**src/source/gauntlet_pkg.sv**
```systemverilog
/*
 Shared types and loader address map of the Gauntlet host glue
 Loader addresses are byte addresses of the index 0 stream
 Program regions hold 16-bit words, audio and character regions hold bytes
 Game type values are the protection chip numbers that the core expects
*/
package gauntlet_pkg;

	// ##################################################
	// Game and region codes
	// ##################################################
	typedef enum logic [7:0] {
		GT_GAUNTLET     = 8'd104, // Four players
		GT_GAUNTLET2    = 8'd106, // Four players
		GT_GAUNTLET_2P  = 8'd107,
		GT_VINDICATORS2 = 8'd118  // Tank controls
	} game_type_e;

	typedef enum logic [3:0] {
		REG_NONE, REG_MP_9AB, REG_MP_10AB, REG_MP_7AB, REG_MP_6AB,
		REG_MP_5AB, REG_MP_3AB, REG_AP_16S, REG_AP_16R, REG_CP_6P
	} rom_region_e;

	// ##################################################
	// Loader map
	// ##################################################
	localparam int LDR_ADDR_W = 25;
	localparam int REC_AW     = 15; // Record address width
	localparam logic [LDR_ADDR_W-1:0] LDR_MP_9AB  = 25'h0C_0000; // 64KB
	localparam logic [LDR_ADDR_W-1:0] LDR_MP_10AB = 25'h0F_0000; // 32KB
	localparam logic [LDR_ADDR_W-1:0] LDR_MP_7AB  = 25'h10_0000;
	localparam logic [LDR_ADDR_W-1:0] LDR_MP_6AB  = 25'h11_0000;
	localparam logic [LDR_ADDR_W-1:0] LDR_MP_5AB  = 25'h12_0000;
	localparam logic [LDR_ADDR_W-1:0] LDR_MP_3AB  = 25'h13_0000;
	localparam logic [LDR_ADDR_W-1:0] LDR_AP_16S  = 25'h14_0000; // 32KB
	localparam logic [LDR_ADDR_W-1:0] LDR_AP_16R  = 25'h14_8000; // 16KB
	localparam logic [LDR_ADDR_W-1:0] LDR_CP_6P   = 25'h14_C000; // 16KB

	// ##################################################
	// Records
	// ##################################################
	typedef struct packed {
		logic              valid;
		rom_region_e       region;
		logic [REC_AW-1:0] addr;   // Word or byte address
		logic [15:0]       data;   // Byte regions use the low byte
	} rom_wr_t;

	// One joystick, right in bit 0
	typedef struct packed {
		logic start;
		logic coin;
		logic button4;
		logic button3;
		logic button2;
		logic button1;
		logic up;
		logic down;
		logic left;
		logic right;
	} joy_t;

	typedef struct packed {
		logic [1:0] elf;
		logic [1:0] wizard;
		logic [1:0] valkyrie;
		logic [1:0] warrior; // Seat 0
	} seat_map_t;

	typedef struct packed {
		logic [7:0] kp1;
		logic [7:0] kp2;
		logic [7:0] kp3;
		logic [7:0] kp4;
		logic [3:0] coin; // Coin 1 in bit 0
	} key_state_t;

	// All active low
	typedef struct packed {
		logic [7:0] p1;
		logic [7:0] p2;
		logic [7:0] p3;
		logic [7:0] p4;
		logic [4:0] sys; // service_n, coin1_n .. coin4_n
	} player_ports_t;

endpackage
```
**src/source/joystick_router.sv**
```systemverilog
/*
 Joysticks and held keys to the active-low player ports
 Seat remap only in the four player games
 Vindicators Part II turns seats 1 and 2 into tank tread commands
 All outputs registered, one cycle from any input
*/
`timescale 1ns/100ps

module joystick_router (
	input  logic                        clk_sys,
	input  logic                        rst,
	input  gauntlet_pkg::joy_t [3:0]    joystick,
	input  gauntlet_pkg::seat_map_t     seat_map,
	input  logic                        service,
	input  gauntlet_pkg::game_type_e    game_type,
	input  gauntlet_pkg::key_state_t    keys,
	output gauntlet_pkg::player_ports_t player_ports
);

	gauntlet_pkg::joy_t [3:0] seat;
	gauntlet_pkg::player_ports_t ports_d;
	logic [1:0] sel [4];
	logic four_p;
	logic vind;

	// Gauntlet byte, directions high and buttons low
	function automatic logic [7:0] gbyte(input gauntlet_pkg::joy_t j);
		gbyte = {j.up, j.down, j.left, j.right, j.button4, j.button3, j.button2, j.button1};
	endfunction

	// Tread bits {right back, left back, right fwd, left fwd}
	function automatic logic [3:0] tank(input gauntlet_pkg::joy_t j);
		case ({j.up, j.down, j.left, j.right})
			4'b1010: tank = 4'b0010; // Up-left
			4'b1000: tank = 4'b0011; // Up
			4'b1001: tank = 4'b0001; // Up-right
			4'b0001: tank = 4'b1001; // Right, spin
			4'b0101: tank = 4'b0100; // Down-right
			4'b0100: tank = 4'b1100; // Down
			4'b0110: tank = 4'b1000; // Down-left
			4'b0010: tank = 4'b0110; // Left, spin
			default: tank = 4'b0000;
		endcase
	endfunction

	assign four_p = game_type inside {gauntlet_pkg::GT_GAUNTLET, gauntlet_pkg::GT_GAUNTLET2};
	assign vind   = game_type == gauntlet_pkg::GT_VINDICATORS2;

	assign sel[0] = seat_map.warrior;
	assign sel[1] = seat_map.valkyrie;
	assign sel[2] = seat_map.wizard;
	assign sel[3] = seat_map.elf;

	always_comb begin
		for (int k = 0; k < 4; k++)
			seat[k] = four_p ? joystick[(k + sel[k]) % 4] : joystick[k];

		if (vind) begin
			ports_d.p1 = ~(keys.kp1 | {tank(seat[0]), 4'(gbyte(seat[0]))}); // Buttons low
			ports_d.p2 = ~(keys.kp2 | {tank(seat[1]), 4'(gbyte(seat[1]))});
			ports_d.p3 = ~(keys.kp3 | {6'b0, seat[1].start, seat[0].start});
			ports_d.p4 = ~keys.kp4; // Keys only
		end else begin
			ports_d.p1 = ~(keys.kp1 | gbyte(seat[0]));
			ports_d.p2 = ~(keys.kp2 | gbyte(seat[1]));
			ports_d.p3 = ~(keys.kp3 | gbyte(seat[2]));
			ports_d.p4 = ~(keys.kp4 | gbyte(seat[3]));
		end
		ports_d.sys = {~service,
			~(keys.coin[0] | seat[0].coin), ~(keys.coin[1] | seat[1].coin),
			~(keys.coin[2] | seat[2].coin), ~(keys.coin[3] | seat[3].coin)};
	end

	always_ff @(posedge clk_sys) begin
		if (rst) begin
			player_ports        <= '1; // Nothing pressed
			player_ports.sys[4] <= ~service;
		end else begin
			player_ports <= ports_d;
		end
	end

	// Service switch always passes through, reset included
	a_service: assert property (@(posedge clk_sys)
		##1 player_ports.sys[4] == ~$past(service));

endmodule

```
**config.mk**
```make
export PLATFORM = sky130hd
export DESIGN_NAME = joystick_router
export DESIGN_NICKNAME = d
export VERILOG_FILES = /design/src/source/gauntlet_pkg.sv /design/src/source/joystick_router.sv
export SDC_FILE = /design/constraint.sdc
export NUM_CORES = 1
export LEC_CHECK = 0
export ABC_CLOCK_PERIOD_IN_PS = 3100
export BUFFER_PORTS_ARGS = -buffer_cell sky130_fd_sc_hd__buf_2
export CAP_MARGIN = 20
export CORE_AREA = 2 2 69 87
export DETAILED_ROUTE_END_ITERATION = 6
export DIE_AREA = 0 0 71 89
export GPL_TIMING_DRIVEN = 0
export HOLD_SLACK_MARGIN = 0.08
export PLACE_DENSITY_LB_ADDON = 0.3
export SLEW_MARGIN = 20
export SYNTH_ARGS = -nofsm -noshare
export SYNTH_HDL_FRONTEND = slang
export SYNTH_SLANG_ARGS = --single-unit
```
**constraint.sdc**
```tcl
create_clock -name clk_sys -period 3.1 [get_ports clk_sys]
set_clock_uncertainty 0.2 [all_clocks]
set_input_delay 0.465 -clock clk_sys [delete_from_list [all_inputs] [get_ports clk_sys]]
set_output_delay 0.465 -clock clk_sys [all_outputs]
set_load 0.03 [all_outputs]
```
==> summary.txt <==
Status
  – Outcome: completed

Die
  – Height of the die: 89 um
  – Site Rows: 30
  – Core box area: 0.00544 mm^2
  – Die width: approximately 71 um
  – Initial core utilization: 48.8%
  – Die Area: 0.00632 mm^2
  – Num ports: 132

Clock network
  – CTS Root Cell: clkbuf_8
  – Post-cts sizing count: 0
  – Total CTS buffers: 5
  – CTS hold repair buffers: 0
  – Max Buffers Root-to-Sink: 2
  – CTS tree: yes
  – Setup bufs post-CTS: 0
  – H-tree depth: 2
  – CTS clk-pin slew, worst paths: 0.08 ns
  – CTS sink cnt: 37

Placement
  – Final Wtd Congestion: 0.921
  – IO buf count: roughly 130
  – Detailed placer's ending HPWL: 6570 um

Worst hold path
  – Hold Crit Class: input pin to register

Worst setup path
  – Critical setup path kind: input pin to register
  – Setup crit end kind: register
  – Data arrival time of the critical path: between 2 and 2.5 ns
  – Setup crit start: seat_map[2]
  – Crit path to: player_ports[27]
  – Critical Path RT: between 3 and 4 ns
  – Worst-path maximum fanout: 10
  – CP Launch Type: input pin

GRT
  – Pin count of the biggest net entering global routing: 12
  – First-pass GRT wire length: 14000 um
  – Initial antenna violation count: 0
  – Number of global-route vias before repair: between 2000 and 3000
  – GRT Util Overall: between 20% and 30%
  – GR Overflow Total: 0

Layout
  – Multi-input logic area: 0.00174 mm^2
  – Max reg flops: 37
  – Fin util: 63.5%
  – Reg with most FFs: player_ports
  – Area growth syn-to-layout: 30.1%
  – Regs by FF count: player_ports: 37 flops
  – Antenna Cells: 0
  – Most frequent cells in the layout: buf_2, nor2_1, a21oi_1
  – Layout cells sized above 1: between 30% and 40%
  – Filler cells: 523
  – Register area: between 700 and 800 um^2
  – Commonest non-fill, non-tap cell in the layout: buf_2
  – Nets: approximately 550

Power and ir drop
  – Cell internal pwr: 0.829 mW
  – Psw: between 0.4 and 0.5 mW
  – Leak pwr: between 1.5 and 2 nW
  – Clk network pwr share: 26.9%
  – Share of total power in combinational logic: a little under a third
  – Power Density: 361 mW/mm^2
  – Switching Share: 33.5%
  – Max VDD drop: 0.000192 V
  – Sequential Power Share: 41.3%

STA
  – Fin. Hold Viols: 0
  – Slew headroom: 56.1%
  – RSZ-0062 raised after global routing: false
  – Final period utilization: a little over two thirds
  – Slew @ Worst Pin: 0.659 ns
  – Slew Limit Fails: 0
  – Setup TNS: 0 ns
  – Final min period: 2.18 ns
  – Fmax: 458 MHz
  – # setup viols final: 0

Synth
  – Main synth FF type: dfxtp_1
  – Post-synth ARST share: 0%
  – Synth Warn #: 0
  – Seq/Total Area, Yosys: 27.9%
  – Flops & latches, synth: 37
  – Synth Instances: about 320
  – Post-synthesis cell type count: 49
  – Post-synth top area share: 27.9%
  – Top post-synthesis cells by area: dfxtp_1, a21oi_1, mux2_2, nor2_1, mux2i_1
  – EDFF count, synth: 0
  – Syn nets: ~410
  – Avg Cell Area, Syn: 8.33 um^2
  – Dominant cell type by area after synthesis: dfxtp_1
  – Synthesized area: 0.00266 mm^2

Detailed routing
  – Routed Antenna Nets: 0
  – 1st-iter DRT viols: 337
  – First-pass iteration count of the detailed router: 6
  – Vias post-DR: approximately 3100
  – Routed WL per cell: 17.4 um
  – Vias per cell: 5.90
  – Final wirelength: 9040 um
  – DR DRC count: 0

Flow run
  – Max_cap viols: 0
[synthesized netlist by cell type, types with 2 or more instances]
library cell / instances
nand2b_1: 13
xnor2_1: 2
inv_1: 6
o22ai_1: 13
o21bai_1: 21
mux2i_1: 16
o21ai_0: 22
nand4_1: 2
clkbuf_1: 14
dfxtp_1: 37
a21oi_1: 42
o221ai_1: 2
nand2_1: 4
buf_6: 2
a21o_1: 2
nor2b_1: 2
o21ai_1: 2
a22oi_1: 15
buf_4: 2
a22o_1: 4
buf_2: 4
mux2_2: 18
o2bb2ai_1: 2
o211ai_4: 2
a22oi_4: 4
nor2_1: 43
[worst min-delay path by stage]
| stage | slack, ns | from | cells after the start | end |
|---|---|---|---|---|
| final | 0.12 | service | 2 | player_ports[4] |
| after global routing | 0.11 | service | 2 | player_ports[4] |
| after CTS | 0.12 | service | 2 | player_ports[4] |
| after detailed placement | 0.42 | service | 2 | player_ports[4] |
| after global placement | 0.42 | service | 2 | player_ports[4] |
| after floorplan | 0.32 | service | 1 | player_ports[4] |
[metrics by stage]
| stage | worst slack, ns | area [um^2] | std cells | hold slack, ns | power, mW |
|---|---|---|---|---|---|
| 3_3_place_gp | 0.673 | 3370 | 510 | 0.417 | 0.910 |
| 2_1_floorplan | 1.03 | 2660 | 319 | 0.322 | 0.768 |
| 5_1_grt | 0.832 | 3450 | 518 | 0.111 | 1.30 |
| 6_report | 0.917 | 3450 | 518 | 0.118 | 1.25 |
| 4_1_cts | 0.946 | 3450 | 518 | 0.117 | 1.25 |
| 3_5_place_dp | 0.646 | 3370 | 510 | 0.422 | 0.916 |
[cell type report]
cell class,count,area share (%)
flip-flops and latches,37,21.4
well taps,64,2.32
clock inverters,2,0.290
clock buffers,6,2.10
plain buffers,26,4.53
multi-input cells,250,50.3
inverters,6,0.652
repair buffers,127,18.4
[critical path, stage by stage]
cell and delay [ns]:
buf_2 0.10, dlymetal6s2s_1 0.32, o211ai_4 0.58, a22oi_4 0.17
and4b_1 0.27, o21ai_1 0.08, a21o_1 0.18
[power by group through the flow]
stage	logic (mW)	registers, mW	clock network, mW
CTS	0.393	0.514	0.340
global route	0.427	0.517	0.357
finish	0.396	0.514	0.335
floorplan	0.174	0.594	0
global placement	0.385	0.524	0
detailed placement	0.391	0.525	0
[kinds of logic after synthesis]
kind of cell | Yosys count | synth area share, %
AO/OA/AOI/OAI | 139 | 36.6
AND/OR/NAND/NOR | 75 | 14.5
flip-flops | 37 | 27.9
multiplexers | 34 | 13.7
buffers and inverters | 32 | 6.74
XOR/XNOR | 2 | 0.660
[per-layer routing]
| layer | track usage, % | vias to the layer above | share of wire, % |
|---|---|---|---|
| met5 | 0 | - | 0 |
| met4 | 9.78 | 0 | 2.0 |
| met3 | 5.86 | 22 | 11 |
| met2 | 49.8 | 209 | 48 |
| met1 | 33.9 | 1380 | 39 |
| li1 | - | 1444 | - |
(Power assumes the default switching activity.)
