File: src/source/gauntlet_pkg.sv
/*
 Shared types and loader address map of the Gauntlet host glue
 Loader addresses are byte addresses of the index 0 stream
 Program regions hold 16-bit words, audio and character regions hold bytes
 Game type values are the protection chip numbers that the core expects
*/
package gauntlet_pkg;

	// ##################################################
	// Game and region codes
	// ##################################################
	typedef enum logic [7:0] {
		GT_GAUNTLET     = 8'd104, // Four players
		GT_GAUNTLET2    = 8'd106, // Four players
		GT_GAUNTLET_2P  = 8'd107,
		GT_VINDICATORS2 = 8'd118  // Tank controls
	} game_type_e;

	typedef enum logic [3:0] {
		REG_NONE, REG_MP_9AB, REG_MP_10AB, REG_MP_7AB, REG_MP_6AB,
		REG_MP_5AB, REG_MP_3AB, REG_AP_16S, REG_AP_16R, REG_CP_6P
	} rom_region_e;

	// ##################################################
	// Loader map
	// ##################################################
	localparam int LDR_ADDR_W = 25;
	localparam int REC_AW     = 15; // Record address width
	localparam logic [LDR_ADDR_W-1:0] LDR_MP_9AB  = 25'h0C_0000; // 64KB
	localparam logic [LDR_ADDR_W-1:0] LDR_MP_10AB = 25'h0F_0000; // 32KB
	localparam logic [LDR_ADDR_W-1:0] LDR_MP_7AB  = 25'h10_0000;
	localparam logic [LDR_ADDR_W-1:0] LDR_MP_6AB  = 25'h11_0000;
	localparam logic [LDR_ADDR_W-1:0] LDR_MP_5AB  = 25'h12_0000;
	localparam logic [LDR_ADDR_W-1:0] LDR_MP_3AB  = 25'h13_0000;
	localparam logic [LDR_ADDR_W-1:0] LDR_AP_16S  = 25'h14_0000; // 32KB
	localparam logic [LDR_ADDR_W-1:0] LDR_AP_16R  = 25'h14_8000; // 16KB
	localparam logic [LDR_ADDR_W-1:0] LDR_CP_6P   = 25'h14_C000; // 16KB

	// ##################################################
	// Records
	// ##################################################
	typedef struct packed {
		logic              valid;
		rom_region_e       region;
		logic [REC_AW-1:0] addr;   // Word or byte address
		logic [15:0]       data;   // Byte regions use the low byte
	} rom_wr_t;

	// One joystick, right in bit 0
	typedef struct packed {
		logic start;
		logic coin;
		logic button4;
		logic button3;
		logic button2;
		logic button1;
		logic up;
		logic down;
		logic left;
		logic right;
	} joy_t;

	typedef struct packed {
		logic [1:0] elf;
		logic [1:0] wizard;
		logic [1:0] valkyrie;
		logic [1:0] warrior; // Seat 0
	} seat_map_t;

	typedef struct packed {
		logic [7:0] kp1;
		logic [7:0] kp2;
		logic [7:0] kp3;
		logic [7:0] kp4;
		logic [3:0] coin; // Coin 1 in bit 0
	} key_state_t;

	// All active low
	typedef struct packed {
		logic [7:0] p1;
		logic [7:0] p2;
		logic [7:0] p3;
		logic [7:0] p4;
		logic [4:0] sys; // service_n, coin1_n .. coin4_n
	} player_ports_t;

endpackage
File: src/source/rom_download.sv
/*
 Loader byte stream to ROM write records
 Program words pair two bytes, the earlier one is the high byte
 Word writes happen on odd addresses only, bytes outside all regions are dropped
 No back-pressure, one byte per ioctl_wr strobe
*/
`timescale 1ns/100ps

module rom_download (
	input  logic                     clk_sys,
	input  logic                     rst,
	input  logic                     ioctl_download,
	input  logic                     ioctl_wr,
	input  logic [7:0]               ioctl_index,
	input  logic [24:0]              ioctl_addr,
	input  logic [7:0]               ioctl_dout,
	output gauntlet_pkg::rom_wr_t    rom_wr,
	output gauntlet_pkg::game_type_e game_type
);

	gauntlet_pkg::rom_region_e region;
	logic [gauntlet_pkg::REC_AW-1:0] rec_addr;
	logic [7:0] prev_byte; // High byte of the next word
	logic rom_strobe;
	logic is_byte;
	logic accept;

	// Address map decode
	always_comb begin
		region = gauntlet_pkg::REG_NONE; // Filler gaps too
		if (ioctl_addr[24:16] == gauntlet_pkg::LDR_MP_9AB[24:16])
			region = gauntlet_pkg::REG_MP_9AB;
		else if (ioctl_addr[24:15] == gauntlet_pkg::LDR_MP_10AB[24:15])
			region = gauntlet_pkg::REG_MP_10AB;
		else if (ioctl_addr[24:16] == gauntlet_pkg::LDR_MP_7AB[24:16])
			region = gauntlet_pkg::REG_MP_7AB;
		else if (ioctl_addr[24:16] == gauntlet_pkg::LDR_MP_6AB[24:16])
			region = gauntlet_pkg::REG_MP_6AB;
		else if (ioctl_addr[24:16] == gauntlet_pkg::LDR_MP_5AB[24:16])
			region = gauntlet_pkg::REG_MP_5AB;
		else if (ioctl_addr[24:16] == gauntlet_pkg::LDR_MP_3AB[24:16])
			region = gauntlet_pkg::REG_MP_3AB;
		else if (ioctl_addr[24:15] == gauntlet_pkg::LDR_AP_16S[24:15])
			region = gauntlet_pkg::REG_AP_16S;
		else if (ioctl_addr[24:14] == gauntlet_pkg::LDR_AP_16R[24:14])
			region = gauntlet_pkg::REG_AP_16R;
		else if (ioctl_addr[24:14] == gauntlet_pkg::LDR_CP_6P[24:14])
			region = gauntlet_pkg::REG_CP_6P;

		case (region)
			gauntlet_pkg::REG_AP_16S: rec_addr = ioctl_addr[14:0];
			gauntlet_pkg::REG_AP_16R,
			gauntlet_pkg::REG_CP_6P:  rec_addr = {1'b0, ioctl_addr[13:0]};
			default:                  rec_addr = ioctl_addr[15:1]; // Word address
		endcase
	end

	assign rom_strobe = ioctl_wr && ioctl_download && ioctl_index == 8'd0;
	assign is_byte = region inside {gauntlet_pkg::REG_AP_16S, gauntlet_pkg::REG_AP_16R,
		gauntlet_pkg::REG_CP_6P};
	assign accept = rom_strobe && region != gauntlet_pkg::REG_NONE && (is_byte || ioctl_addr[0]);

	// Payload
	always_ff @(posedge clk_sys) begin
		if (rom_strobe)
			prev_byte <= ioctl_dout;
		if (accept) begin
			rom_wr.region <= region;
			rom_wr.addr   <= rec_addr;
			rom_wr.data   <= {prev_byte, ioctl_dout}; // Byte banks take the low half
		end
	end

	always_ff @(posedge clk_sys) begin
		if (rst) begin
			rom_wr.valid <= 1'b0;
			game_type    <= gauntlet_pkg::GT_GAUNTLET;
		end else begin
			rom_wr.valid <= accept;
			if (ioctl_wr && ioctl_index == 8'd1)
				game_type <= gauntlet_pkg::game_type_e'(ioctl_dout); // Index 1 byte
		end
	end

	// Records only come from bytes sent during a download
	a_valid_in_download: assert property (@(posedge clk_sys) disable iff (rst)
		rom_wr.valid |-> $past(ioctl_download));

endmodule

File: config.mk
export PLATFORM = sky130hd
export DESIGN_NAME = rom_download
export DESIGN_NICKNAME = d
export VERILOG_FILES = /design/src/source/gauntlet_pkg.sv /design/src/source/rom_download.sv
export SDC_FILE = /design/constraint.sdc
export NUM_CORES = 1
export LEC_CHECK = 0
export ABC_CLOCK_PERIOD_IN_PS = 2800
export BUFFER_PORTS_ARGS = -buffer_cell sky130_fd_sc_hd__buf_4
export CAP_MARGIN = 20
export CORE_ASPECT_RATIO = 0.7
export CORE_MARGIN = 5
export CORE_UTILIZATION = 28
export DETAILED_ROUTE_END_ITERATION = 16
export PLACE_DENSITY = 0.58
export SLEW_MARGIN = 20
export SYNTH_ARGS = -nofsm -noshare
export SYNTH_HDL_FRONTEND = slang
export SYNTH_SLANG_ARGS = --single-unit
File: constraint.sdc
create_clock -name clk_sys -period 2.8 [get_ports clk_sys]
set_clock_uncertainty 0.05 [all_clocks]
set_input_delay 0.42 -clock clk_sys [delete_from_list [all_inputs] [get_ports clk_sys]]
set_output_delay 0.42 -clock clk_sys [all_outputs]
set_load 0.05 [all_outputs]
==> impl_results.md <==
- Run status: complete, no violations
- Grt total ovfl: 0
- Post-synthesis mux area share: 11.54%
- Num CTS Buffers: 5
- Post-synth EDFFs: 43
- Synth Area in Adders: 0%
- Fin crit share: 65.72%
- Avg WL per Cell: 14.27 µm
- Unrepaired setup endpoints after global routing: no
- Area Overhead vs Synth: 43.09%
- Worst hold path cell count: 1
- Synth Register Bits: 52
- CP Launch Type: primary input
- Hold Path Origin: ioctl_dout[5]
- WP buf/inv: 2
- First drt pass iteration count: 4
- Synth Flop Type: edfxtp_1
- Antenna diodes: 0
- Xor and xnor area share after synthesis: 0%
- Final setup margin: 0.9597 ns
- Minimum clock period: 1.840 ns
- Mapped Cells: 126
- Synth Area in Compound Gates: 3.642%
- WP depth: 6
- Initial DRC count: 23
- Critical path origin: ioctl_index[5]
- Max-cap violations: 0
- FF-to-FF End: game_type[5]
- Worst r2r src: game_type[5]
- DRC Markers: 0
- Clk slew on worst S/H paths: 0.09 ns
- FF-to-FF path depth: 2
- Routed WL: 4537 µm
- FMAX: 543.4 MHz
- Placeable core area: 7157 µm²
- Most instantiated cells after synthesis: 43 x edfxtp_1, 14 x nor2_1, 9 x dfxtp_1
- Top-count cell post-synth: edfxtp_1
- Largest net degree at the start of global routing: 36
- CTS tree: done
- Leak: 1.173 nW
- Std-Cell Rows: 26
- Cell accounting for the most synthesized area: edfxtp_1
- Setup TNS: 0 ns
- Setup bufs post-CTS: 0
- Hold EP: rom_wr[5]
- DR vias/cell: 4.230
- Syn avg cell area: 16.09 µm²
- Detail Placement HPWL: 3611 µm
- Top delay family on crit path: simple AND/OR/NAND/NOR gates
- Register area share after synthesis: 72.59%
- Clock sinks: 52
- Post-route ant nets: 0
- Worst Tran Pin Value: 0.5902 ns
- Layout cells sized above 1: 51.82%
- DIE WIDTH: 111.7 µm
- Max FO, Critical Path: 35
- Relative slew slack: 60.55%
- Max Slew Vio Count: 0
- CP peak stage delay: 0.37 ns
- Finish-stage setup viols: 0
- Post-synthesis async set-or-reset flop share: 0%
- Worst path cell trace: buf_4 -> nor4_1 -> and4b_1 -> nor2b_1 -> and3_1 -> buf_12
- Main combinational cell family by area after synthesis: multiplexers
- Die height: 81.19 µm
- Post-synth top area share: 63.70%
- Cts hold-fix bufs: 0
- Setup slack at placement: 0.6502 ns
- Clock latency on the worst-skew pair: 0.29 ns
- Critical path capture point type: flop
- WS Path Type: in2reg
- Post-Syn Area: 2027 µm²
- Layout Nets: 264
- Initial antenna violation count: 0
- Num ports: 89
- Area contributors post-synth: edfxtp_1 64%, dfxtp_1 8.9%, mux2_4 5.2%, mux2_2 3.9%, nor2_1 2.6%
- Reg2reg setup slack: 2.13 ns
- Quantity of gates resized following cts: 0
- PD cells: 458.5 nW/µm²
- Total track usage: 10.33%
- Syn. warnings: 0
- DP Area: 2815 µm²
- Starting density of the core: 28.32%
- Fillcell total: 691
- Max VDD drop: 0.1581 mV
- Critical Path AT: 1.78 ns
- First-pass GRT wire length: 7265 µm
- Routability cong.: 0.7475
- Slowest stage cell, crit path: nor4_1
- Finished Cell Area: 2900 µm²
- Final Hold Viols: 0
- CP Data Required Time: 2.74 ns
- Via Count: 1,345
- Port buffer count: 88
- Yosys cell types: 27
- CTS Buffer Depth: 2
- Post-Synth Simple-Gate Area: 10.93%
- Worst hold path class: in2reg
- Full die area: 9068 µm²
- Post-synth net total: 171
- Htree depth: 2
- Clock root buffer master: clkbuf_8
- Vias in the first global route: 1,418
layout by cell type, fill, tap and decap left out:
master | synthesis | final
buf_4 | 0 | 89
edfxtp_1 | 43 | 43
nor2_1 | 14 | 14
dfxtp_1 | 9 | 9
mux2_4 | 7 | 7
mux2_2 | 7 | 7
a21oi_1 | 6 | 6
mux2i_1 | 5 | 5
clkbuf_8 | 0 | 5
nand2_1 | 4 | 4
nor3_1 | 4 | 4
nor2b_1 | 3 | 3
o21ai_0 | 3 | 3
nand3_1 | 2 | 2
o22ai_1 | 2 | 2
and4b_1 | 2 | 2
nand3b_1 | 1 | 1
inv_1 | 1 | 1
nor4_4 | 1 | 1
and2_1 | 1 | 1
o21ba_2 | 1 | 1
nand4_4 | 1 | 1
nor3b_1 | 1 | 1
nor4_1 | 1 | 1
nor4b_1 | 1 | 1
a31oi_1 | 1 | 1
and3_1 | 1 | 1
clkinvlp_4 | 0 | 1
clkinv_2 | 0 | 1
clkbuf_1 | 3 | 1
buf_12 | 0 | 1
power by group:
| part | switching [mW] | internal, mW | total (mW) |
|---|---|---|---|
| clock network | 0.226 | 0.175 | 0.401 |
| registers | 0.000108 | 0.832 | 0.832 |
| logic | 0.0379 | 0.0584 | 0.0964 |
worst max path at each step:
stage	end	slack (ns)
floorplan	rom_wr[0]	0.1
global placement	rom_wr[6]	0.70
detailed placement	rom_wr[26]	0.65
CTS	rom_wr[0]	0.97
global route	rom_wr[6]	0.83
finish	rom_wr[9]	0.96
cell type report:
type / count / area [µm²] / share of cell area [%]
Sequential cell: 52 / 1471 / 50.73
Tap cell: 98 / 122.6 / 4.228
Inverter: 1 / 3.754 / 0.1294
Timing Repair Buffer: 90 / 688.2 / 23.73
Clock buffer: 6 / 72.57 / 2.502
Multi-Input combinational cell: 69 / 529.3 / 18.25
Clock inverter: 2 / 12.51 / 0.4314
metrics by stage:
| step | std cells | total power, mW | util (%) | hold slack [ns] |
|---|---|---|---|---|
| 6_report | 318 | 1.330 | 40.52 | 0.2676 |
| 5_1_grt | 318 | 1.394 | 40.52 | 0.2469 |
| 4_1_cts | 318 | 1.351 | 40.52 | 0.2521 |
| 3_5_place_dp | 310 | 0.9466 | 39.34 | 0.3545 |
| 3_3_place_gp | 310 | 0.9445 | 39.34 | 0.3517 |
| 2_1_floorplan | 126 | 0.8824 | - | 0.3503 |
registers in the layout, summed over array words and instances, names as in the netlist:
| signal | cells |
|---|---|
| game_type | 8 |
| rom_wr | 36 |
| prev_byte | 8 |
metal layers:
metal,GRT usage (%),share of wire (%),vias to the layer above
li1,-,-,662
met1,12.15,42,622
met2,17.94,50,54
met3,2.681,6.0,7
met4,4.860,1.8,0
met5,0,0,-
worst reg2reg max path, cell delays in order (launching register included):
cell,delay [ns]
dfxtp_1,0.33
nor2_1,0.10
a21oi_1,0.07
kinds of logic after synthesis:
logic type             count (synthesis)
buffers and inverters                  5
DFF                                   52
muxes                                 19
AOI/OAI and AO/OA                     13
and+or+nand+nor                       37
(Power assumes the default switching activity.)
