===== src/source/gauntlet_pkg.sv =====
/*
 Shared types and loader address map of the Gauntlet host glue
 Loader addresses are byte addresses of the index 0 stream
 Program regions hold 16-bit words, audio and character regions hold bytes
 Game type values are the protection chip numbers that the core expects
*/
package gauntlet_pkg;

	// ##################################################
	// Game and region codes
	// ##################################################
	typedef enum logic [7:0] {
		GT_GAUNTLET     = 8'd104, // Four players
		GT_GAUNTLET2    = 8'd106, // Four players
		GT_GAUNTLET_2P  = 8'd107,
		GT_VINDICATORS2 = 8'd118  // Tank controls
	} game_type_e;

	typedef enum logic [3:0] {
		REG_NONE, REG_MP_9AB, REG_MP_10AB, REG_MP_7AB, REG_MP_6AB,
		REG_MP_5AB, REG_MP_3AB, REG_AP_16S, REG_AP_16R, REG_CP_6P
	} rom_region_e;

	// ##################################################
	// Loader map
	// ##################################################
	localparam int LDR_ADDR_W = 25;
	localparam int REC_AW     = 15; // Record address width
	localparam logic [LDR_ADDR_W-1:0] LDR_MP_9AB  = 25'h0C_0000; // 64KB
	localparam logic [LDR_ADDR_W-1:0] LDR_MP_10AB = 25'h0F_0000; // 32KB
	localparam logic [LDR_ADDR_W-1:0] LDR_MP_7AB  = 25'h10_0000;
	localparam logic [LDR_ADDR_W-1:0] LDR_MP_6AB  = 25'h11_0000;
	localparam logic [LDR_ADDR_W-1:0] LDR_MP_5AB  = 25'h12_0000;
	localparam logic [LDR_ADDR_W-1:0] LDR_MP_3AB  = 25'h13_0000;
	localparam logic [LDR_ADDR_W-1:0] LDR_AP_16S  = 25'h14_0000; // 32KB
	localparam logic [LDR_ADDR_W-1:0] LDR_AP_16R  = 25'h14_8000; // 16KB
	localparam logic [LDR_ADDR_W-1:0] LDR_CP_6P   = 25'h14_C000; // 16KB

	// ##################################################
	// Records
	// ##################################################
	typedef struct packed {
		logic              valid;
		rom_region_e       region;
		logic [REC_AW-1:0] addr;   // Word or byte address
		logic [15:0]       data;   // Byte regions use the low byte
	} rom_wr_t;

	// One joystick, right in bit 0
	typedef struct packed {
		logic start;
		logic coin;
		logic button4;
		logic button3;
		logic button2;
		logic button1;
		logic up;
		logic down;
		logic left;
		logic right;
	} joy_t;

	typedef struct packed {
		logic [1:0] elf;
		logic [1:0] wizard;
		logic [1:0] valkyrie;
		logic [1:0] warrior; // Seat 0
	} seat_map_t;

	typedef struct packed {
		logic [7:0] kp1;
		logic [7:0] kp2;
		logic [7:0] kp3;
		logic [7:0] kp4;
		logic [3:0] coin; // Coin 1 in bit 0
	} key_state_t;

	// All active low
	typedef struct packed {
		logic [7:0] p1;
		logic [7:0] p2;
		logic [7:0] p3;
		logic [7:0] p4;
		logic [4:0] sys; // service_n, coin1_n .. coin4_n
	} player_ports_t;

endpackage

===== src/source/key_latch.sv =====
/*
 PS/2 keyboard events to held key bits
 An event is any change of the toggle bit, the pressed bit is copied to the mapped key
 Vindicators Part II has its own map, every other game uses the Gauntlet map
*/
`timescale 1ns/100ps

module key_latch (
	input  logic                     clk_sys,
	input  logic                     rst,
	input  logic [10:0]              ps2_key,
	input  gauntlet_pkg::game_type_e game_type,
	output gauntlet_pkg::key_state_t keys
);

	logic toggle_q;
	logic pressed;

	assign pressed = ps2_key[9];

	always_ff @(posedge clk_sys) begin
		if (rst) begin
			toggle_q <= ps2_key[10]; // No event out of reset
			keys     <= '0;
		end else begin
			toggle_q <= ps2_key[10];
			if (toggle_q != ps2_key[10]) begin
				if (game_type == gauntlet_pkg::GT_VINDICATORS2) begin
					case (ps2_key[8:0])
						9'h023: keys.kp1[7] <= pressed; // R back (D)
						9'h01B: keys.kp1[6] <= pressed; // L back (S)
						9'h024: keys.kp1[5] <= pressed; // R forward (E)
						9'h01D: keys.kp1[4] <= pressed; // L forward (W)
						9'h02D: keys.kp1[3] <= pressed; // R thumb (R)
						9'h015: keys.kp1[2] <= pressed; // L thumb (Q)
						9'h02B: keys.kp1[1] <= pressed; // R trigger (F)
						9'h01C: keys.kp1[0] <= pressed; // L trigger (A)
						9'h042: keys.kp2[7] <= pressed; // K
						9'h03B: keys.kp2[6] <= pressed; // J
						9'h043: keys.kp2[5] <= pressed; // I
						9'h03C: keys.kp2[4] <= pressed; // U
						9'h044: keys.kp2[3] <= pressed; // O
						9'h035: keys.kp2[2] <= pressed; // Y
						9'h04B: keys.kp2[1] <= pressed; // L
						9'h033: keys.kp2[0] <= pressed; // H
						9'h016: keys.kp3[0] <= pressed; // P1 start (1)
						9'h01E: keys.kp3[1] <= pressed; // P2 start (2)
						9'h02E: keys.coin[0] <= pressed; // 5
						9'h036: keys.coin[1] <= pressed; // 6
						default: ;
					endcase
				end else begin
					case (ps2_key[8:0])
						// Player 1 on arrows and left modifiers
						9'h175: keys.kp1[7] <= pressed;
						9'h172: keys.kp1[6] <= pressed;
						9'h16B: keys.kp1[5] <= pressed;
						9'h174: keys.kp1[4] <= pressed;
						9'h014: keys.kp1[1] <= pressed; // Fire, left Ctrl
						9'h011: keys.kp1[0] <= pressed; // Magic, left Alt
						9'h02D: keys.kp2[7] <= pressed; // R
						9'h02B: keys.kp2[6] <= pressed; // F
						9'h023: keys.kp2[5] <= pressed; // D
						9'h034: keys.kp2[4] <= pressed; // G
						9'h01C: keys.kp2[1] <= pressed; // A
						9'h01B: keys.kp2[0] <= pressed; // S
						9'h043: keys.kp3[7] <= pressed; // I
						9'h042: keys.kp3[6] <= pressed; // K
						9'h03B: keys.kp3[5] <= pressed; // J
						9'h04B: keys.kp3[4] <= pressed; // L
						9'h114: keys.kp3[1] <= pressed; // Right Ctrl
						9'h059: keys.kp3[0] <= pressed; // Right Shift
						// Player 4 on the numpad
						9'h075: keys.kp4[7] <= pressed;
						9'h072: keys.kp4[6] <= pressed;
						9'h06B: keys.kp4[5] <= pressed;
						9'h074: keys.kp4[4] <= pressed;
						9'h070: keys.kp4[1] <= pressed; // Numpad 0
						9'h071: keys.kp4[0] <= pressed; // Numpad .
						9'h02E: keys.coin[0] <= pressed; // 5
						9'h036: keys.coin[1] <= pressed; // 6
						9'h03D: keys.coin[2] <= pressed; // 7
						9'h03E: keys.coin[3] <= pressed; // 8
						default: ;
					endcase
				end
			end
		end
	end

endmodule


===== config.mk =====
export PLATFORM = sky130hd
export DESIGN_NAME = key_latch
export DESIGN_NICKNAME = d
export VERILOG_FILES = /design/src/source/gauntlet_pkg.sv /design/src/source/key_latch.sv
export SDC_FILE = /design/constraint.sdc
export NUM_CORES = 1
export LEC_CHECK = 0
export BUFFER_PORTS_ARGS = -buffer_cell sky130_fd_sc_hd__buf_2
export CAP_MARGIN = 20
export CORE_ASPECT_RATIO = 0.9
export CORE_MARGIN = 1
export CORE_UTILIZATION = 25
export CTS_BUF_LIST = sky130_fd_sc_hd__clkbuf_8
export CTS_CLUSTER_SIZE = 28
export DETAILED_ROUTE_END_ITERATION = 10
export SETUP_SLACK_MARGIN = 0.02
export SLEW_MARGIN = 40
export SYNTH_ARGS = -nofsm -noshare
export SYNTH_HDL_FRONTEND = slang
export SYNTH_SLANG_ARGS = --single-unit

===== constraint.sdc =====
create_clock -name clk_sys -period 2.18 [get_ports clk_sys]
set_input_delay 0.218 -clock clk_sys [delete_from_list [all_inputs] [get_ports clk_sys]]
set_output_delay 0.218 -clock clk_sys [all_outputs]
set_load 0.005 [all_outputs]

==> results of run 1 <==
power breakdown:
group	total (mW)	switching, mW	internal, mW
Sequential	0.605	0.00121	0.604
Combinational	0.164	0.105	0.0591
Clock	0.603	0.235	0.368
layout make-up:
| cell class | instances | area, sq um |
|---|---|---|
| fill | 860 | 5520 |
| multi-input combinational | 168 | 1290 |
| clock inverter | 2 | 33.8 |
| tap | 99 | 124 |
| inverter | 4 | 15.0 |
| clock buffer | 6 | 82.6 |
| timing repair buffer | 63 | 343 |
| sequential | 33 | 661 |
registers in the layout, summed over array words and instances, names as in the netlist:
register,cells
toggle_q,1
keys,32
final timing paths:
kind / from / endpoint / slack (ns) / depth (start not counted)
setup reg to reg: toggle_q / keys[24] / 0.51 / 4
hold reg to reg: keys[26] / keys[26] / 0.48 / 2
setup / recovery: toggle_q / keys[24] / 0.51 / 4
hold / removal: ps2_key[10] / toggle_q / 0.1 / 1
kinds of logic (layout without fill, tap and decap cells):
logic type      count (synthesis)  in the layout  synth area share (%)
buf+inv                        28             75                  6.68
compound gates                 42             42                  15.0
other cells                     1              4                 0.180
flops                          33             33                  31.8
mux                            22             22                  10.6
simple gates                   98             98                  34.5
xor+xnor                        2              2                  1.20
per-stage QoR:
| stage | hold slack, ns | worst slack [ns] |
|---|---|---|
| 4_1_cts | 0.0929 | 0.508 |
| 6_report | 0.0956 | 0.513 |
| 3_5_place_dp | 0.394 | 0.371 |
| 3_3_place_gp | 0.390 | 0.371 |
| 2_1_floorplan | 0.246 | 0.653 |
| 5_1_grt | 0.0954 | 0.477 |
per-layer routing:
metal  vias to the layer above  routed length [um]  track usage [%]
met4                         0                  71             4.88
li1                        936                   -                -
met5                         -                   0                0
met1                       955                2950             20.2
met3                         8                 400             3.32
met2                        62                2940             24.4
cells in the final DEF, fill, tap and decap left out, types with 10 or more instances in the layout:
cell type  netlist  final
mux2i_1         22     22
nand3_1         10     10
dfxtp_1         33     33
buf_2            6     52
nand2b_1        23     22
buf_4            5     11
nor2_1          10     10
a21oi_1         11     11
critical path, cell delays in order (launching register included):
cell and delay (ns):
dfxtp_1 0.34, xnor2_2 0.22, nor3_2 0.49, o2111ai_1 0.31, mux2i_1 0.18
==> flow_summary.yaml, run 1 <==
floorplan:
  fp.dieArea_sq_mm: 0.00869
  die_w_um: 98.1
  start_util_pct: 25.8
  rows: 31
  core_area_sq_mm: 0.00807
  die_h_um: 88.5
  io_pins: 57
setup_path:
  cp_max_fo: 6
  end_kind: "flip-flop"
  worst_setup_path_start_kind: "flip-flop"
  crit_type: "flip-flop to flip-flop"
  cp_data_arrival_time_ns: 1.82
  worstPathRequired_ns: 2.33
run_status:
  violations: "DRC"
  status: "finished, violations left"
synth:
  synth_top_area_share_pct: 31.8
  synth_top_area_cell: "dfxtp_1"
  synth.most_common_cell: "dfxtp_1"
  synth_cells: 226
  synth_area_leaders: "dfxtp_1 (32%), mux2i_1 (11%), nand2b_1 (6.9%)"
  netlist_area_sq_mm: 0.00208
  ys_types: 55
  synth_flop_cell: "dfxtp_1"
  ys_ff_latch: 33
  async_flop_share_pct: 0
  synth_edf_count: 0
  synth_commonest_cells: "dfxtp_1 (33), nand2b_1 (23), mux2i_1 (22)"
  avgSynthCellArea_sq_um: 9.20
  yosysWarnings: 0
  ys_seq_area_share_pct: 31.8
sta:
  finalSetupViolations: 0
  slew_viol_final: 0
  period_needed_ns: 1.67
  rsz0062_at_grt: "false"
  hold_viol: 0
  finalClockSkew_ns: 0.00550
  worst_pin_slew_ns: 0.584
  post-route-period-util_pct: 76.5
  finalSetupTns_ns: 0
  fmax_ghz: 0.600
  relSlewSlack_pct: 60.5
final_layout:
  fin_area_sq_mm: 0.00255
  utilization_pct: 31.6
  instances_no_fill: 375
  drive_gt1_share_pct: 32.2
  antenna_cells: 0
  syn_to_final_growth_pct: 22.7
  nets: 296
clock_network:
  cts_tree: "done"
  cts_sinks: 33
  numCtsBuffers: 5
  clockBufferDepth: 2
  ctsHtreeMaxLevel: 2
  root_buffer: "clkbuf_8"
  clk_pin_slew_ns: 0.07
  post_cts_buffers: 0
  postCtsHoldBufs: 0
  clk_latency_ns: 0.28
  cts.repair.resized: 0
global_route:
  antenna_found_initial: 0
  grt_overflow_total: 0
  grt_pass1_vias: 1840
  grt_pass1_wl_um: 10100
  grt_max_degree: 33
  grt_usage_pct: 15.1
drt:
  finalWirelength_um: 6360
  vias: 1961
  drcViolationCount: 6
  viasPerCell: 5.23
  antenna_left: 0
  drt_iter0_drc: 237
  dr.pass1.iters: 7
  wl_per_cell_um: 17.0
place:
  dpl.cell_count: 367
  place_hpwl_um: 4760
  post_dp_cell_area_sq_mm: 0.00243
  portBuffers: 52
  globalplace.congestion: 0.928
power:
  power_density_mw_per_mm2: 537
  ir_worst_vdd_mv: 0.203
  p_leak_nw: 1.09
  power_mw: 1.37
job:
  maxCapViolations: 0
min_path:
  hp-class: "input port to flip-flop"
(Power assumes the default switching activity.)
==> run 2, diff against run 1 <==
==> constraint.sdc (replaced) <==
create_clock -name clk_sys -period 1.6 [get_ports clk_sys]
set_input_delay 0.16 -clock clk_sys [delete_from_list [all_inputs] [get_ports clk_sys]]
set_output_delay 0.16 -clock clk_sys [all_outputs]
set_load 0.005 [all_outputs]
==> run 2 against run 1 <==
Compared with the run above: the run now ends clean; hold slack lost 0.0080 ns; core utilization grew 1.6 points; combinational power grew 55%; via count grew 2.5%; highest routed layer unchanged.
==> flow_summary.yaml, run 2 (synthesis results as in run 1) <==
power:
  power_density_mw_per_mm2: 644
  power_mw: 1.73
  p_leak_nw: 1.17
  ir_worst_vdd_mv: 0.254
sta:
  slew_viol_final: 0
  period_needed_ns: 1.51
  finalSetupViolations: 0
  fmax_ghz: 0.662
  hold_ws_ns: 0.0876
  finalSetupTns_ns: 0
  worst_pin_slew_ns: 0.622
  post-route-period-util_pct: 94.4
  rsz0062_at_grt: "true"
  hold_viol: 0
  relSlewSlack_pct: 58.0
  layout_setup_ws_ns: 0.0898
  finalClockSkew_ns: 0.00788
run_status:
  status: "completed"
setup_path:
  cp_slowest_stage_delay_ns: 0.47
  worstPathRequired_ns: 1.77
  worst_path_max_delay_cell: "dfxtp_1"
  reg2regPathDepth: 5
  end_kind: "flip-flop"
  critical_path.top_delay_family: "flip-flops"
  crit_type: "flip-flop to flip-flop"
  path_cells: "xnor2_4, buf_4, nor4_1, mux2i_1, nor2_1"
  path_depth: 5
  cp_max_fo: 7
  worst_setup_path_start_kind: "flip-flop"
  path_buf_inv: 1
  cp_data_arrival_time_ns: 1.68
  r2r_setup_slack_ns: 0.09
drt:
  finalWirelength_um: 6400
  vias: 2011
  viasPerCell: 5.12
  drcViolationCount: 0
  dr.pass1.iters: 6
  drt_iter0_drc: 155
  antenna_left: 0
  wl_per_cell_um: 16.3
global_route:
  grt_usage_pct: 14.9
  grt_pass1_wl_um: 9960
  grt_max_degree: 33
  grt_overflow_total: 0
  antenna_found_initial: 0
  grt_pass1_vias: 1852
final_layout:
  largest_reg_flops: 32
  mostFrequentLayoutCells: "buf_2 (52), dfxtp_1 (33), buf_4 (30), nand2b_1 (23), mux2i_1 (22)"
  nets: 315
  reg_top3: "keys x32, toggle_q x1"
  regMostFlops: "keys"
  final_common_cell: "buf_2"
  syn_to_final_growth_pct: 28.9
  utilization_pct: 33.2
  antenna_cells: 0
  drive_gt1_share_pct: 36.4
place:
  globalplace.congestion: 0.939
  pre_cts_slack_ns: 0.0347
  portBuffers: 52
  place_hpwl_um: 4790
job:
  maxCapViolations: 0
clock_network:
  numCtsBuffers: 5
  clockBufferDepth: 2
  clk_latency_ns: 0.28
  cts.repair.resized: 0
  ctsHtreeMaxLevel: 2
  post_cts_buffers: 0
  clk_pin_slew_ns: 0.07
  cts_sinks: 33
  root_buffer: "clkbuf_8"
  postCtsHoldBufs: 0
  cts_tree: "done"
floorplan:
  start_util_pct: 25.8
  die_h_um: 88.5
  io_pins: 57
  fp.dieArea_sq_mm: 0.00869
  core_area_sq_mm: 0.00807
  die_w_um: 98.1
  rows: 31
min_path:
  hp-class: "input port to flip-flop"
  holdPathStages: 1
==> run 2: changes by cell type in the layout (fill, tap and decap cells not counted), sizes merged <==
cell	change
bufinv	-1
buf	+19
==> run 2: layer usage <==
metal | routed length, um | global-route usage, % | share of wire, %
met5 | 0 | 0 | 0
met4 | 53 | 3.66 | 0.83
met3 | 472 | 3.87 | 7.4
met2 | 2800 | 22.8 | 44
met1 | 3070 | 21.1 | 48
==> run 2: final cells by class <==
type,instances,area (sq um)
inverters,4,15.0
clock inverters,1,3.75
flip-flops and latches,33,661
well taps,99,124
fillers,876,5390
repair buffers,82,485
multi-input cells,168,1310
clock buffers,6,82.6
==> run 2: path summary, 6_finish.rpt <==
check,end,start
worst max-delay path,keys[1],toggle_q
worst min-delay path,toggle_q,ps2_key[10]
worst max register to register,keys[1],toggle_q
worst min register to register,keys[20],keys[20]
==> run 2: per-stage QoR <==
stage / instances / instance area, sq um
final: 393 / 2680
after global placement: 386 / 2580
after CTS: 393 / 2660
after floorplan: 229 / 2090
after global routing: 393 / 2680
after detailed placement: 386 / 2580
==> run 2: report_power, final <==
group	internal (mW)	leakage, nW	switching (mW)
Sequential	0.823	0.266	0.00299
Combinational	0.105	0.856	0.149
Clock	0.335	0.0485	0.311
